--- src/verilog/cpu_defines.svh ---
`ifndef CPU_DEFINES_SVH
`define CPU_DEFINES_SVH

// first fetch address after reset
`define CPU_RESET_PC 16'h4000

`define CPU_WORD_W 16
`define CPU_BYTE_W 8

// one byte
`define OP_NOP 8'h00
`define OP_LD_XL_IY 8'h01
`define OP_LD_IY_XL 8'h02
`define OP_TRAP 8'h03

// two bytes with an immediate or a displacement as the second
`define OP_LD_XL_IMMD 8'h10
`define OP_ADD_XL_IMMD 8'h11
`define OP_SUB_XL_IMMD 8'h12
`define OP_AND_XL_IMMD 8'h13
`define OP_OR_XL_IMMD 8'h14
`define OP_XOR_XL_IMMD 8'h15
`define OP_JR_D 8'h20
`define OP_JRZ_D 8'h21
`define OP_JRNZ_D 8'h22
`define OP_JRC_D 8'h23
`define OP_JRNC_D 8'h24

// three bytes with a little-endian address or word
`define OP_LD_XL_DIR 8'h30
`define OP_LD_DIR_XL 8'h31
`define OP_LDW_Y_IMMD 8'h32
`define OP_JP_IMMD 8'h33

`endif

--- src/verilog/cpu_pkg.sv ---
`include "cpu_defines.svh"

package cpu_pkg;

	typedef logic [`CPU_BYTE_W-1:0] byte_t;
	typedef logic [`CPU_WORD_W-1:0] word_t;

	// word index into one byte bank
	typedef logic [`CPU_WORD_W-2:0] bank_addr_t;

	typedef enum logic [2:0]
	{
		FLAG_H = 3'd0,
		FLAG_C = 3'd1,
		FLAG_N = 3'd2,
		FLAG_Z = 3'd3,
		FLAG_O = 3'd4
	} flag_index_t;

	typedef logic [4:0] flags_t;

	typedef enum logic [2:0]
	{
		ALU_ADD,
		ALU_SUB,
		ALU_AND,
		ALU_OR,
		ALU_XOR,
		ALU_PASS
	} alu_op_t;

endpackage

--- src/verilog/alu8.sv ---
`timescale 1ns/1ps

module alu8 import cpu_pkg::*;
(
	input alu_op_t op,
	input byte_t a,
	input byte_t b,
	input flags_t flags_in,
	output byte_t result,
	output flags_t flags_out
);
	byte_t b_eff;
	logic carry_in;
	logic [8:0] sum;
	logic [4:0] half_sum;

	// subtract as a + ~b + 1, so carry set means no borrow
	assign b_eff = (op == ALU_SUB) ? ~b : b;
	assign carry_in = op == ALU_SUB;
	assign sum = {1'b0, a} + {1'b0, b_eff} + {8'h00, carry_in};
	assign half_sum = {1'b0, a[3:0]} + {1'b0, b_eff[3:0]} + {4'h0, carry_in};

	always_comb
	begin
		case (op)
			ALU_ADD, ALU_SUB: result = sum[7:0];
			ALU_AND: result = a & b;
			ALU_OR: result = a | b;
			ALU_XOR: result = a ^ b;
			default: result = b;
		endcase
	end

	always_comb
	begin
		flags_out = flags_in;
		flags_out[FLAG_Z] = result == 8'h00;
		flags_out[FLAG_N] = result[7];
		if (op == ALU_ADD || op == ALU_SUB)
		begin
			flags_out[FLAG_C] = sum[8];
			flags_out[FLAG_H] = half_sum[4];
			flags_out[FLAG_O] = (a[7] == b_eff[7]) && (sum[7] != a[7]);
		end
	end

endmodule

--- src/verilog/mem_lanes.sv ---
`timescale 1ns/1ps

module mem_lanes import cpu_pkg::*;
(
	input logic clk,
	input word_t read_addr,
	input byte_t read_data_even,
	input byte_t read_data_odd,
	output word_t read_word,
	input word_t write_addr,
	input byte_t write_data,
	input logic write_en,
	output bank_addr_t read_addr_even,
	output bank_addr_t read_addr_odd,
	output bank_addr_t write_addr_even,
	output bank_addr_t write_addr_odd,
	output byte_t write_data_even,
	output byte_t write_data_odd,
	output logic write_en_even,
	output logic write_en_odd
);
	logic read_odd_q;

	// odd start takes the even byte from the next word
	assign read_addr_odd = read_addr[15:1];
	assign read_addr_even = read_addr[0] ? read_addr[15:1] + 15'd1 : read_addr[15:1];

	always_ff @(posedge clk)
	begin
		read_odd_q <= read_addr[0];
	end

	assign read_word = read_odd_q ? {read_data_even, read_data_odd} :
		{read_data_odd, read_data_even};

	assign write_addr_even = write_addr[15:1];
	assign write_addr_odd = write_addr[15:1];
	assign write_data_even = write_data;
	assign write_data_odd = write_data;
	assign write_en_even = write_en && !write_addr[0];
	assign write_en_odd = write_en && write_addr[0];

endmodule

--- src/verilog/register_file.sv ---
`timescale 1ns/1ps

module register_file import cpu_pkg::*;
(
	input logic clk,
	input logic reset,
	input logic write_sel,
	input logic [1:0] write_en,
	input word_t write_data,
	input flags_t next_flags,
	output word_t x,
	output word_t y,
	output flags_t flags
);
	// entry 0 is x, entry 1 is y
	word_t regs [2];

	assign x = regs[0];
	assign y = regs[1];

	always_ff @(posedge clk)
	begin
		if (write_en[0])
			regs[write_sel][7:0] <= write_data[7:0];
		if (write_en[1])
			regs[write_sel][15:8] <= write_data[15:8];
	end

	always_ff @(posedge clk)
	begin
		if (reset)
			flags <= '0;
		else
			flags <= next_flags;
	end

endmodule

--- src/verilog/program_counter.sv ---
`timescale 1ns/1ps
`include "cpu_defines.svh"

module program_counter import cpu_pkg::*;
(
	input logic clk,
	input logic reset,
	input logic execute,
	input byte_t inst_opcode,
	input word_t inst_arg,
	input word_t operand,
	input flags_t flags,
	output logic trap,
	output word_t pc,
	output word_t next_pc
);
	word_t inst_size;
	logic taken;

	assign trap = inst_opcode == `OP_TRAP;

	always_comb
	begin
		if (inst_opcode >= `OP_LD_XL_DIR && inst_opcode <= `OP_JP_IMMD)
			inst_size = 16'd3;
		else if (inst_opcode >= `OP_LD_XL_IMMD && inst_opcode <= `OP_XOR_XL_IMMD ||
			inst_opcode >= `OP_JR_D && inst_opcode <= `OP_JRNC_D)
			inst_size = 16'd2;
		else
			inst_size = 16'd1;
	end

	assign taken = inst_opcode == `OP_JR_D ||
		inst_opcode == `OP_JRZ_D && flags[FLAG_Z] || inst_opcode == `OP_JRNZ_D && !flags[FLAG_Z] ||
		inst_opcode == `OP_JRC_D && flags[FLAG_C] || inst_opcode == `OP_JRNC_D && !flags[FLAG_C];

	always_comb
	begin
		if (reset)
			next_pc = `CPU_RESET_PC;
		else if (!execute || trap)
			next_pc = pc;
		else if (inst_opcode == `OP_JP_IMMD)
			next_pc = operand;
		else if (taken)
			next_pc = pc + {{8{inst_arg[7]}}, inst_arg[7:0]};
		else
			next_pc = pc + inst_size;
	end

	always_ff @(posedge clk)
	begin
		if (reset)
			pc <= `CPU_RESET_PC;
		else
			pc <= next_pc;
	end

endmodule

--- src/verilog/execute_unit.sv ---
`timescale 1ns/1ps
`include "cpu_defines.svh"

module execute_unit import cpu_pkg::*;
(
	input logic execute,
	input byte_t inst_opcode,
	input word_t inst_arg,
	input word_t operand,
	input word_t x,
	input word_t y,
	input flags_t flags,
	output logic write_sel,
	output logic [1:0] write_en,
	output word_t write_data,
	output flags_t next_flags,
	output word_t mem_write_addr,
	output byte_t mem_write_data,
	output logic mem_write_en
);
	alu_op_t alu_op;
	byte_t alu_b;
	byte_t alu_result;
	flags_t alu_flags;

	alu8 alu8_i
	(
		.op(alu_op),
		.a(x[7:0]),
		.b(alu_b),
		.flags_in(flags),
		.result(alu_result),
		.flags_out(alu_flags)
	);

	// loaded byte for memory reads and the second instruction byte otherwise
	assign alu_b = (inst_opcode == `OP_LD_XL_DIR || inst_opcode == `OP_LD_XL_IY) ?
		operand[7:0] : inst_arg[7:0];

	always_comb
	begin
		case (inst_opcode)
			`OP_ADD_XL_IMMD: alu_op = ALU_ADD;
			`OP_SUB_XL_IMMD: alu_op = ALU_SUB;
			`OP_AND_XL_IMMD: alu_op = ALU_AND;
			`OP_OR_XL_IMMD: alu_op = ALU_OR;
			`OP_XOR_XL_IMMD: alu_op = ALU_XOR;
			default: alu_op = ALU_PASS;
		endcase
	end

	always_comb
	begin
		write_sel = 1'b0;
		write_en = 2'b00;
		write_data = {alu_result, alu_result};
		next_flags = flags;
		mem_write_addr = inst_arg;
		mem_write_data = x[7:0];
		mem_write_en = 1'b0;
		if (execute)
		begin
			case (inst_opcode)
				// immediate load leaves the flags alone
				`OP_LD_XL_IMMD:
					write_en = 2'b01;
				`OP_ADD_XL_IMMD, `OP_SUB_XL_IMMD, `OP_AND_XL_IMMD, `OP_OR_XL_IMMD,
				`OP_XOR_XL_IMMD, `OP_LD_XL_DIR, `OP_LD_XL_IY:
				begin
					write_en = 2'b01;
					next_flags = alu_flags;
				end
				`OP_LDW_Y_IMMD:
				begin
					write_sel = 1'b1;
					write_en = 2'b11;
					write_data = operand;
				end
				`OP_LD_DIR_XL:
					mem_write_en = 1'b1;
				`OP_LD_IY_XL:
				begin
					mem_write_addr = y;
					mem_write_en = 1'b1;
				end
				default:
					write_en = 2'b00;
			endcase
		end
	end

endmodule

--- src/verilog/cpu_control.sv ---
`timescale 1ns/1ps
`include "cpu_defines.svh"

module cpu_control import cpu_pkg::*;
(
	input logic clk,
	input logic reset,
	input word_t pc,
	input word_t next_pc,
	input word_t y,
	input word_t read_word,
	output word_t read_addr,
	output byte_t inst_opcode,
	output word_t inst_arg,
	output word_t operand,
	output logic execute
);
	logic [23:0] inst;
	logic [23:0] inst_q;
	logic upper_pending;
	logic operand_pending;
	logic needs_upper;
	logic needs_operand;
	logic have_upper;
	logic fetch_upper;
	logic fetch_operand;
	word_t operand_addr;

	always_comb
	begin
		if (reset)
			inst = {16'h0000, `OP_NOP};
		else if (upper_pending)
			inst = {read_word[7:0], inst_q[15:0]};
		else if (operand_pending)
			inst = inst_q;
		else
			inst = {8'h00, read_word};
	end

	assign inst_opcode = inst[7:0];
	assign inst_arg = inst[23:8];
	// only meaningful while an operand read returns
	assign operand = read_word;

	assign needs_upper = inst_opcode == `OP_LD_XL_DIR || inst_opcode == `OP_LD_DIR_XL;
	assign needs_operand = inst_opcode == `OP_LD_XL_DIR || inst_opcode == `OP_LD_XL_IY ||
		inst_opcode == `OP_LDW_Y_IMMD || inst_opcode == `OP_JP_IMMD;

	// latched instruction already holds byte 2 once an operand is pending
	assign have_upper = !needs_upper || upper_pending || operand_pending;
	assign execute = have_upper && (!needs_operand || operand_pending);
	assign fetch_upper = !have_upper;
	assign fetch_operand = have_upper && needs_operand && !operand_pending;

	always_comb
	begin
		if (inst_opcode == `OP_LD_XL_DIR)
			operand_addr = inst[23:8];
		else if (inst_opcode == `OP_LD_XL_IY)
			operand_addr = y;
		else
			operand_addr = pc + 16'd1;
	end

	always_comb
	begin
		if (fetch_upper)
			read_addr = pc + 16'd2;
		else if (fetch_operand)
			read_addr = operand_addr;
		else
			read_addr = next_pc;
	end

	always_ff @(posedge clk)
	begin
		if (reset)
		begin
			upper_pending <= 1'b0;
			operand_pending <= 1'b0;
		end
		else
		begin
			upper_pending <= fetch_upper;
			operand_pending <= fetch_operand;
		end
	end

	always_ff @(posedge clk)
	begin
		inst_q <= inst;
	end

endmodule

--- src/verilog/cpu_top.sv ---
`timescale 1ns/1ps

module cpu_top import cpu_pkg::*;
(
	input logic clk,
	input logic reset,
	output bank_addr_t mem_read_addr_even,
	output bank_addr_t mem_read_addr_odd,
	input byte_t mem_read_data_even,
	input byte_t mem_read_data_odd,
	output bank_addr_t mem_write_addr_even,
	output bank_addr_t mem_write_addr_odd,
	output byte_t mem_write_data_even,
	output byte_t mem_write_data_odd,
	output logic mem_write_en_even,
	output logic mem_write_en_odd,
	output logic trap
);
	word_t pc;
	word_t next_pc;
	word_t read_addr;
	word_t read_word;
	byte_t inst_opcode;
	word_t inst_arg;
	word_t operand;
	logic execute;
	word_t x;
	word_t y;
	flags_t flags;
	flags_t next_flags;
	logic reg_write_sel;
	logic [1:0] reg_write_en;
	word_t reg_write_data;
	word_t mem_write_addr;
	byte_t mem_write_data;
	logic mem_write_en;

	cpu_control cpu_control_i
	(
		.clk(clk),
		.reset(reset),
		.pc(pc),
		.next_pc(next_pc),
		.y(y),
		.read_word(read_word),
		.read_addr(read_addr),
		.inst_opcode(inst_opcode),
		.inst_arg(inst_arg),
		.operand(operand),
		.execute(execute)
	);

	program_counter program_counter_i
	(
		.clk(clk),
		.reset(reset),
		.execute(execute),
		.inst_opcode(inst_opcode),
		.inst_arg(inst_arg),
		.operand(operand),
		.flags(flags),
		.trap(trap),
		.pc(pc),
		.next_pc(next_pc)
	);

	register_file register_file_i
	(
		.clk(clk),
		.reset(reset),
		.write_sel(reg_write_sel),
		.write_en(reg_write_en),
		.write_data(reg_write_data),
		.next_flags(next_flags),
		.x(x),
		.y(y),
		.flags(flags)
	);

	execute_unit execute_unit_i
	(
		.execute(execute),
		.inst_opcode(inst_opcode),
		.inst_arg(inst_arg),
		.operand(operand),
		.x(x),
		.y(y),
		.flags(flags),
		.write_sel(reg_write_sel),
		.write_en(reg_write_en),
		.write_data(reg_write_data),
		.next_flags(next_flags),
		.mem_write_addr(mem_write_addr),
		.mem_write_data(mem_write_data),
		.mem_write_en(mem_write_en)
	);

	mem_lanes mem_lanes_i
	(
		.clk(clk),
		.read_addr(read_addr),
		.read_data_even(mem_read_data_even),
		.read_data_odd(mem_read_data_odd),
		.read_word(read_word),
		.write_addr(mem_write_addr),
		.write_data(mem_write_data),
		.write_en(mem_write_en),
		.read_addr_even(mem_read_addr_even),
		.read_addr_odd(mem_read_addr_odd),
		.write_addr_even(mem_write_addr_even),
		.write_addr_odd(mem_write_addr_odd),
		.write_data_even(mem_write_data_even),
		.write_data_odd(mem_write_data_odd),
		.write_en_even(mem_write_en_even),
		.write_en_odd(mem_write_en_odd)
	);

endmodule

--- config.mk ---
export PLATFORM = sky130hd
export DESIGN_NAME = cpu_top
export DESIGN_NICKNAME = d
export VERILOG_FILES = /design/src/verilog/cpu_pkg.sv /design/src/verilog/alu8.sv /design/src/verilog/mem_lanes.sv /design/src/verilog/register_file.sv /design/src/verilog/program_counter.sv /design/src/verilog/execute_unit.sv /design/src/verilog/cpu_control.sv /design/src/verilog/cpu_top.sv
export VERILOG_INCLUDE_DIRS = /design/src /design/src/verilog
export SDC_FILE = /design/constraint.sdc
export NUM_CORES = 1
export LEC_CHECK = 0
export BUFFER_PORTS_ARGS = -buffer_cell sky130_fd_sc_hd__buf_2
export CORE_MARGIN = 10
export CORE_UTILIZATION = 35
export DETAILED_ROUTE_END_ITERATION = 8
export SLEW_MARGIN = 5
export SYNTH_ARGS = -nofsm -noshare
export SYNTH_HDL_FRONTEND = slang
export SYNTH_SLANG_ARGS = --single-unit
--- constraint.sdc ---
create_clock -name clk -period 7.1 [get_ports clk]
set_input_delay 0.71 -clock clk [delete_from_list [all_inputs] [get_ports clk]]
set_output_delay 0.71 -clock clk [all_outputs]
set_load 0.05 [all_outputs]
# ---- After elaboration in Yosys (flattened, before gate mapping)
# Memories as Yosys holds them, arrays and structs flattened.
# Index checks and enable logic that the tools add are counted.
# W data, S select, Z words.
dict set report op_classes {
  bitwise_logic 4
  mux 33
  magnitude_cmp 6
  add_sub_neg 9
  n_eq_ne 22
  n_reduce_logical 42
}
# operator count
set ops {}
lappend ops {{$mux W16} 14}
lappend ops {{$eq A8 B6 Y1 const B} 9}
lappend ops {{$mux W24} 3}
lappend ops {{$eq A8 B5 Y1 const B} 6}
lappend ops {{$add A16 B16 Y16} 2}
lappend ops {{$pmux W8 S4} 1}
lappend ops {{$add A16 B1 Y16 const B} 1}
lappend ops {{$add A16 B2 Y16 const B} 1}
lappend ops {{$eq A8 B2 Y1 const B} 2}
lappend ops {{$ge A8 B6 Y1 const B} 2}
lappend ops {{$le A8 B6 Y1 const B} 2}
lappend ops {{$mux W8} 2}
lappend ops {{$add A15 B1 Y15 const B} 1}
lappend ops {{$mux W15} 1}
lappend ops {{$pmux W3 S5} 1}
lappend ops {{$logic_or A1 B1 Y1} 14}
lappend ops {{$logic_and A1 B1 Y1} 12}
lappend ops {{$add A8 B8 Y9} 1}
lappend ops {{$add A9 B1 Y9} 1}
lappend ops {{$and A8 B8 Y8} 1}
lappend ops {{$eq A8 B1 Y1 const B} 1}
lappend ops {{$ge A8 B5 Y1 const B} 1}
lappend ops {{$le A8 B5 Y1 const B} 1}
lappend ops {{$logic_not A1 Y1} 8}
lappend ops {{other kinds (18)} 28}
dict set report totals {
  ff_bits 47
  wordCells 124
  out_inout_bits 79
  mem_count 1
  ramBits 32
  in_bits 18
}
# memory words width rd rd_clocked_by_memory_dff wr line_no
set memory_table {}
lappend memory_table {register_file_i.regs 2 16 2 0 1 register_file.sv:16} ;# word_t regs [2];

# ---- Logic depth before layout (Yosys ltp)
# Gate-level depths: netlist (run 1).
dict set report depth {
  ltp_word 19
  depth_mapped 25
}

# ---- Cells and area by module
# A second synthesis (run 1) with hierarchy kept.
dict set report unflattened {
  cells_unflattened 945
  hier_area_um2 7980.2
}
# mod cells_per_inst area_per_inst_um2 seq_area_each_um2 n_inst
set modules_own_cells {}
lappend modules_own_cells {cpu_control 285 2135.8 520.5 1}
lappend modules_own_cells {program_counter 244 1760.4 320.3 1}
lappend modules_own_cells {register_file 46 1117.3 1061.0 1}
lappend modules_own_cells {alu8 159 1114.8 0.0 1}
lappend modules_own_cells {mem_lanes 122 1013.5 20.0 1}
lappend modules_own_cells {execute_unit 89 838.3 0.0 1}

# ---- Worst setup path after synthesis (run 1)
# Ideal clock, no wire load.
dict set report synth_path {
  kind {input-to-output}
  from {input port reset}
  to {output port mem_read_addr_even[13]}
  cell_stages 21
  setup_slack_ps 600
  t_arrival_ps 5790
  n_path_buf 1
  required_time_ps 6390
  path_cell_list {buf_2 -> clkinv_1 -> o211ai_4 -> a211oi_1 -> a22oi_1 -> a211o_1 -> o21ai_0 -> ha_1 -> inv_1 -> fa_1 -> nand2b_1 -> a21oi_1 -> o311ai_0 -> a21oi_1 -> mux2i_1 -> a31oi_1 -> a211o_1 -> a21boi_0 -> and4b_1 -> and4bb_1 -> xnor2_1}
}
dict set report synth_between {
  elab_chain_cells 16
  word_cells_on_any_way 58
}
# element line_no
set synth_lines {}
lappend synth_lines {{start: declaration} cpu_top.sv:6} ;# input logic reset,
lappend synth_lines {{branches (longest 13 deep; another with $add A16 B16 Y16)} -}
lappend synth_lines {{$mux W16 (*)} cpu_control.sv:68} ;# if (fetch_upper)
lappend synth_lines {{net cpu_control_i.read_addr[10]} cpu_control.sv:12} ;# output word_t read_addr,
lappend synth_lines {{$add A15 B1 Y15 (*)} mem_lanes.sv:26} ;# assign read_addr_even = read_addr[0] ? read_addr[15:1] + 15'd1 : read_addr[15:1];
lappend synth_lines {{$mux W15 (*)} mem_lanes.sv:26}
lappend synth_lines {{end: declaration} cpu_top.sv:7} ;# output bank_addr_t mem_read_addr_even,
# Mark *: on every way through the listed nets, which the timed path passes.

# ---- Worst setup path in the final report (run 1)
dict set report layout_path {
  from {register mem_lanes_i.read_odd_q}
  to {output port mem_read_addr_even[13]}
}
dict set report layout_between {
  elab_chain_cells 19
  word_cells_on_any_way 61
}
# element line_no
set layout_lines {}
lappend layout_lines {{start: declaration} mem_lanes.sv:22} ;# logic read_odd_q;
lappend layout_lines {{start signal: assignment} mem_lanes.sv:30} ;# read_odd_q <= read_addr[0];
lappend layout_lines {{$mux W16 (*)} mem_lanes.sv:33} ;# assign read_word = read_odd_q ? {read_data_even, read_data_odd} :
lappend layout_lines {{$mux W24 (*)} cpu_control.sv:35} ;# else if (operand_pending)
lappend layout_lines {{$mux W24 (*)} cpu_control.sv:33} ;# else if (upper_pending)
lappend layout_lines {{$mux W24 (*)} cpu_control.sv:31} ;# if (reset)
lappend layout_lines {{net cpu_control_i.inst[3]} cpu_control.sv:18} ;# logic [23:0] inst;
lappend layout_lines {{branches (longest 12 deep; another with $add A16 B16 Y16)} -}
lappend layout_lines {{$mux W16 (*)} cpu_control.sv:68}
lappend layout_lines {{$add A15 B1 Y15} mem_lanes.sv:26}
lappend layout_lines {{$mux W15 (*)} mem_lanes.sv:26}
# Marked as above.

==> flow_summary.json, run 1 <==
{
  "setup_viol": 0,
  "hold_class": "flop to flop",
  "cp.arrival_ns": 5.95,
  "ys_ff_latch": 69,
  "routed_wirelength_um": 27500,
  "peakVddDrop_v": 0.000138,
  "critPathKind": "flop to output pin",
  "wire_per_inst_um": 21.1,
  "synthArstFlopShare": 0,
  "drive_gt1_frac": 0.196,
  "synth_cell_type_count": 82,
  "clk_latency_ns": 0.35,
  "maxCapViolations": 0,
  "seq_area_frac_synth": 0.222,
  "p_leak_nw": 3.46,
  "grt_start_max_net_pins": 30,
  "endpoint_kind": "output pin",
  "synth_most_common_cell": "nand2_1",
  "gr-total-overflow": 0,
  "synthTopCellsByArea": "dfxtp_1, edfxtp_1, ha_1",
  "cts_root_buf": "clkbuf_16",
  "ctsHtreeMaxLevel": 3,
  "hpwl_um": 21700,
  "netlist_instances": 974,
  "holdWs_ns": 0.528,
  "synth.largest_area_cell": "dfxtp_1",
  "antenna_found_initial": 0,
  "cp-start-kind": "flop",
  "ys.flop_type": "dfxtp_1",
  "first_iter_violations": 878,
  "die_h_um": 164,
  "rows": 52,
  "syn_area_per_cell_um2": 7.49,
  "cts.clk_slew.worst_paths_ns": 0.06,
  "finalCritPeriodShare": 0.938,
  "yosysWarnings": 0,
  "worstPathRequired_ns": 6.39,
  "status": "finished, final reports clean",
  "vias": 7637,
  "post-route-min-period_ns": 6.66,
  "syn_to_final_growth_pct": 12.6,
  "antenna_cells": 0,
  "cts.path.max_buffers": 2,
  "ant_nets": 0,
  "synth.net_count": 1035,
  "synth_edf_count": 24,
  "via_per_inst": 5.84,
  "totalPowerFinal_mw": 2.39,
  "start_util": 0.358,
  "hold_viol": 0,
  "slew_viol_final": 0,
  "nNetsFinal": 1093,
  "place_congestion": 0.944,
  "grt_pass1_wl_um": 41500,
  "drcViolationCount": 0,
  "portBuffers": 96,
  "relSlewSlack": 0.285,
  "netlist_area_mm2": 0.00730,
  "die_w_um": 164,
  "dieArea_mm2": 0.0270,
  "numCtsBuffers": 9,
  "fin_worst_skew_ns": 0.00726,
  "yosys-top-cells-count": "nand2_1, nor2_1, o21ai_0",
  "first_pass_iters": 5,
  "fmax_mhz": 150,
  "grt_use_total": 0.198,
  "yosys.area.top_type_share": 0.123,
  "ff2ff_path_depth": 18,
  "worst_pin_slew_ns": 1.07,
  "holdPathStages": 2,
  "io-pin-count": 97,
  "cts_hold_buf": 0,
  "cts_tree": "done",
  "core-area_mm2": 0.0204,
  "p_per_area_mw_per_mm2": 291,
  "clock_sinks": 69,
  "critPathMaxFanout": 8,
  "grt_pass1_vias": 7126
}
## sequential cells by signal, summed over array words and instances (netlist names)
register and flops:
cpu_control_i.operand_pending 1, register_file_i.flags 2, cpu_control_i.upper_pending 1, program_counter_i.pc 16, cpu_control_i.inst_q 24, mem_lanes_i.read_odd_q 1, register_file_i.regs 24
## through the flow
step	std cells	setup TNS [ns]	worst slack, ns	cell area, µm²	utilization
floorplan	974	0	0.600	7300	-
global placement	1287	0	0.539	7860	0.386
detailed placement	1287	0	0.448	7860	0.386
CTS	1303	0	0.0659	8160	0.400
global route	1307	-0.00445	-0.00445	8220	0.404
finish	1307	0	0.437	8220	0.404
## cells by family after synthesis
kind of cell    Yosys count  synth area share
mux                      27            0.0422
simple gates            344             0.223
fa+ha+maj                43            0.0758
buf+inv                 140            0.0984
compound gates          296             0.272
flops                    69             0.222
xor+xnor                 55            0.0660
## routing by layer
layer,share of wire,track usage
met1,0.42,0.262
met2,0.43,0.292
met3,0.12,0.0615
met4,0.033,0.0781
met5,0,0.00756
## placed cells by master (no fill, tap or decap), types with 6 or more instances in the layout
| master | instances |
|---|---|
| o21ai_1 | 7 |
| o31ai_1 | 7 |
| buf_4 | 37 |
| edfxtp_1 | 24 |
| nor4_1 | 7 |
| a211o_1 | 7 |
| o21a_1 | 8 |
| o211ai_1 | 8 |
| a22oi_1 | 8 |
| ha_1 | 41 |
| a31oi_1 | 11 |
| nor2_1 | 97 |
| buf_2 | 95 |
| nor3_2 | 6 |
| nand3_1 | 24 |
| a21oi_1 | 70 |
| o21ba_2 | 6 |
| clkbuf_16 | 9 |
| and3_1 | 6 |
| nand4_1 | 10 |
| dfxtp_1 | 42 |
| a211oi_1 | 24 |
| nand2_1 | 110 |
| o22ai_1 | 11 |
| nor3_1 | 30 |
| inv_1 | 48 |
| xnor2_1 | 42 |
| xor2_1 | 13 |
| nor2b_1 | 10 |
| or3_1 | 6 |
| nand2b_1 | 8 |
| o21ai_0 | 72 |
| mux2i_1 | 18 |
## cell type report
class,instances,area (µm²)
well taps,270,338
clock inverters,7,66.3
flip-flops and latches,69,1630
repair buffers,134,776
fillers,2132,12100
clock buffers,9,225
multi-input cells,765,4990
inverters,53,199
## report_power, final
group	internal (mW)	switching, mW	total [mW]	leakage [nW]
Clock	0.270	0.186	0.456	0.147
Combinational	0.435	0.942	1.38	2.72
Sequential	0.469	0.0884	0.558	0.590
Total	1.17	1.22	2.39	3.46
## what timing repair did
action                     4_1_cts  5_1_grt
buffers inserted                 0        4
setup endpoints to repair        0        8
resized for setup                0       11
## worst max-delay path: stages (launching register included)
cell	delay (ns)
dfxtp_4	0.43
mux2i_4	0.26
buf_4	0.21
a211oi_1	0.14
or2_2	0.36
o22ai_1	0.12
a22oi_1	0.09
a211o_1	0.40
o21ai_0	0.22
ha_1	0.24
inv_1	0.07
fa_1	0.40
nand2b_1	0.20
a21oi_2	0.21
o311ai_0	0.20
a21oi_1	0.23
mux2i_1	0.28
a31oi_1	0.18
a211o_1	0.38
a21boi_0	0.14
and4b_1	0.24
and4bb_1	0.22
xnor2_1	0.13
clkbuf_4	0.25
## worst paths after layout
| check | start | slack (ns) | endpoint |
|---|---|---|---|
| worst min register to register | register_file_i.flags[3] | 0.53 | register_file_i.flags[3] |
| worst max-delay path | mem_lanes_i.read_odd_q | 0.44 | mem_read_addr_even[13] |
| worst min-delay path | register_file_i.flags[3] | 0.53 | register_file_i.flags[3] |
| worst max register to register | mem_lanes_i.read_odd_q | 1.61 | register_file_i.regs[1][13] |
No activity file was read; power rests on OpenSTA's default activity.
==> run 2: changes to the inputs <==
- CORE_UTILIZATION: 35 -> 50
- PLACE_DENSITY: not set -> 0.7
- SYNTH_HIERARCHICAL: not set -> 1
==> run 2 against run 1 <==
Net effect: critical path depth shrank 2; clock skew hardly changed; global-route usage increased by 2.4 points; total power increased by 2.3%; critical path type unchanged; largest power group unchanged.
==> flow_summary.json, run 2 <==
{
  "numCtsBuffers": 9,
  "hold_class": "flop to flop",
  "finalCritPeriodShare": 0.927,
  "gr-total-overflow": 0,
  "drcViolationCount": 0,
  "layout_commonest_cell": "buf_2",
  "io-pin-count": 97,
  "grt_pass1_wl_um": 36000,
  "via_per_inst": 6.20,
  "fin_worst_skew_ns": 0.00724,
  "ff2ff_path_depth": 19,
  "ctsHtreeMaxLevel": 3,
  "cts_root_buf": "clkbuf_16",
  "holdPathStages": 2,
  "place_congestion": 0.959,
  "grt_start_max_net_pins": 40,
  "core-area_mm2": 0.0147,
  "critPathMaxFanout": 20,
  "grt_pass1_vias": 6310,
  "rows": 44,
  "ant_nets": 0,
  "clock_sinks": 69,
  "endpoint_kind": "output pin",
  "setup_tns_ns": 0,
  "die_h_um": 143,
  "slew_viol_final": 0,
  "peakVddDrop_v": 0.000159,
  "wire_per_inst_um": 21.2,
  "first_iter_violations": 655,
  "setup_viol": 0,
  "yosysWarnings": 6,
  "final_cell_mix": "buf_2, nand2_1, nor2_1",
  "worstPathRequired_ns": 6.39,
  "relSlewSlack": 0.128,
  "cp.arrival_ns": 5.87,
  "syn_area_per_cell_um2": 8.25,
  "netlist_area_mm2": 0.00759,
  "cts_hold_buf": 0,
  "fmax_mhz": 152,
  "critPathKind": "flop to output pin",
  "fin_ws_ns": 0.521,
  "post-route-min-period_ns": 6.58,
  "cts_tree": "done",
  "vias": 6817,
  "routed_wirelength_um": 23300,
  "maxCapViolations": 0,
  "syn_to_final_growth_pct": 3.53,
  "nNetsFinal": 973,
  "worst_pin_slew_ns": 1.30,
  "antenna_found_initial": 0,
  "status": "finished, final reports clean",
  "hpwl_um": 17900,
  "drive_gt1_frac": 0.246,
  "cts.clk_slew.worst_paths_ns": 0.06,
  "rsz0062_at_grt": "false",
  "clk_latency_ns": 0.35,
  "netlist_instances": 920,
  "dieArea_mm2": 0.0205,
  "cts.path.max_buffers": 2,
  "cp-start-kind": "flop",
  "grt_use_total": 0.222,
  "p_leak_nw": 3.34,
  "antenna_cells": 0,
  "reg_top3": "cpu_control_i/inst_q x24, register_file_i/regs x24, program_counter_i/pc x16",
  "die_w_um": 143,
  "synth.net_count": 982,
  "first_pass_iters": 5,
  "p_per_area_mw_per_mm2": 311,
  "portBuffers": 96,
  "pre_cts_ws_ns": 0.647,
  "hold_viol": 0,
  "start_util": 0.516,
  "post-cts-setup-buffers": 0
}
-- run 2: worst paths after layout --
path	start	slack (ns)	end
setup / recovery	cpu_control_i/upper_pending	0.52	mem_read_addr_even[12]
hold / removal	cpu_control_i/inst_q[21]	0.55	cpu_control_i/inst_q[21]
hold reg to reg	cpu_control_i/inst_q[21]	0.55	cpu_control_i/inst_q[21]
setup reg to reg	cpu_control_i/upper_pending	0.80	register_file_i/flags[3]
-- run 2: area by class of cell --
| type | count | area, µm² |
|---|---|---|
| fillers | 1334 | 6850 |
| multi-input cells | 678 | 4940 |
| flip-flops and latches | 69 | 1620 |
| repair buffers | 113 | 608 |
| well taps | 184 | 230 |
| clock buffers | 9 | 225 |
| inverters | 40 | 150 |
| clock inverters | 7 | 81.3 |
-- run 2: per-layer routing --
metal	GRT usage	wire length, µm	part of all wire	up-vias
met1	0.290	10300	0.44	3204
li1	-	-	-	3258
met5	0	0	0	-
met4	0.0939	920	0.040	0
met2	0.342	10300	0.44	302
met3	0.0517	1810	0.078	53
-- run 2: metrics by stage --
| stage | power (mW) | area [µm²] | std cells | hold slack, ns | util |
|---|---|---|---|---|---|
| after floorplan | 1.74 | 7590 | 920 | 0.480 | - |
| final | 2.45 | 7850 | 1100 | 0.546 | 0.534 |
| after global placement | 1.94 | 7540 | 1084 | 0.519 | 0.513 |
| after CTS | 2.43 | 7850 | 1100 | 0.546 | 0.534 |
| after detailed placement | 1.95 | 7540 | 1084 | 0.534 | 0.513 |
| after global routing | 2.58 | 7850 | 1100 | 0.585 | 0.534 |
-- run 2: worst max-delay path: stages, from the launching register on --
cell and delay, ns:
dfxtp_1 0.64, or2_4 0.38, nand2_1 0.09, a21oi_1 0.66, nand2_1 0.17, or2_2 0.35, nand2_1 0.08, o21a_1 0.14
inv_1 0.06, fa_1 0.40, nor2b_1 0.17, o21a_1 0.15, o21ai_0 0.12, a31o_2 0.28, o21ai_0 0.24, xnor2_1 0.13
a211oi_1 0.30, a221o_1 0.32, nand2_1 0.08, nor4_1 0.30, xor2_1 0.17, buf_2 0.28
-- run 2: what timing repair did --
action,4_1_cts,5_1_grt
setup endpoints to repair,0,7
endpoints found under the hold margin,0,0
resized for setup,0,3
-- run 2: where the power goes --
group	leakage, nW	total [mW]	switching [mW]	internal, mW
clock	0.149	0.472	0.194	0.278
sequential	0.589	0.571	0.0885	0.482
combinational	2.60	1.40	0.938	0.466
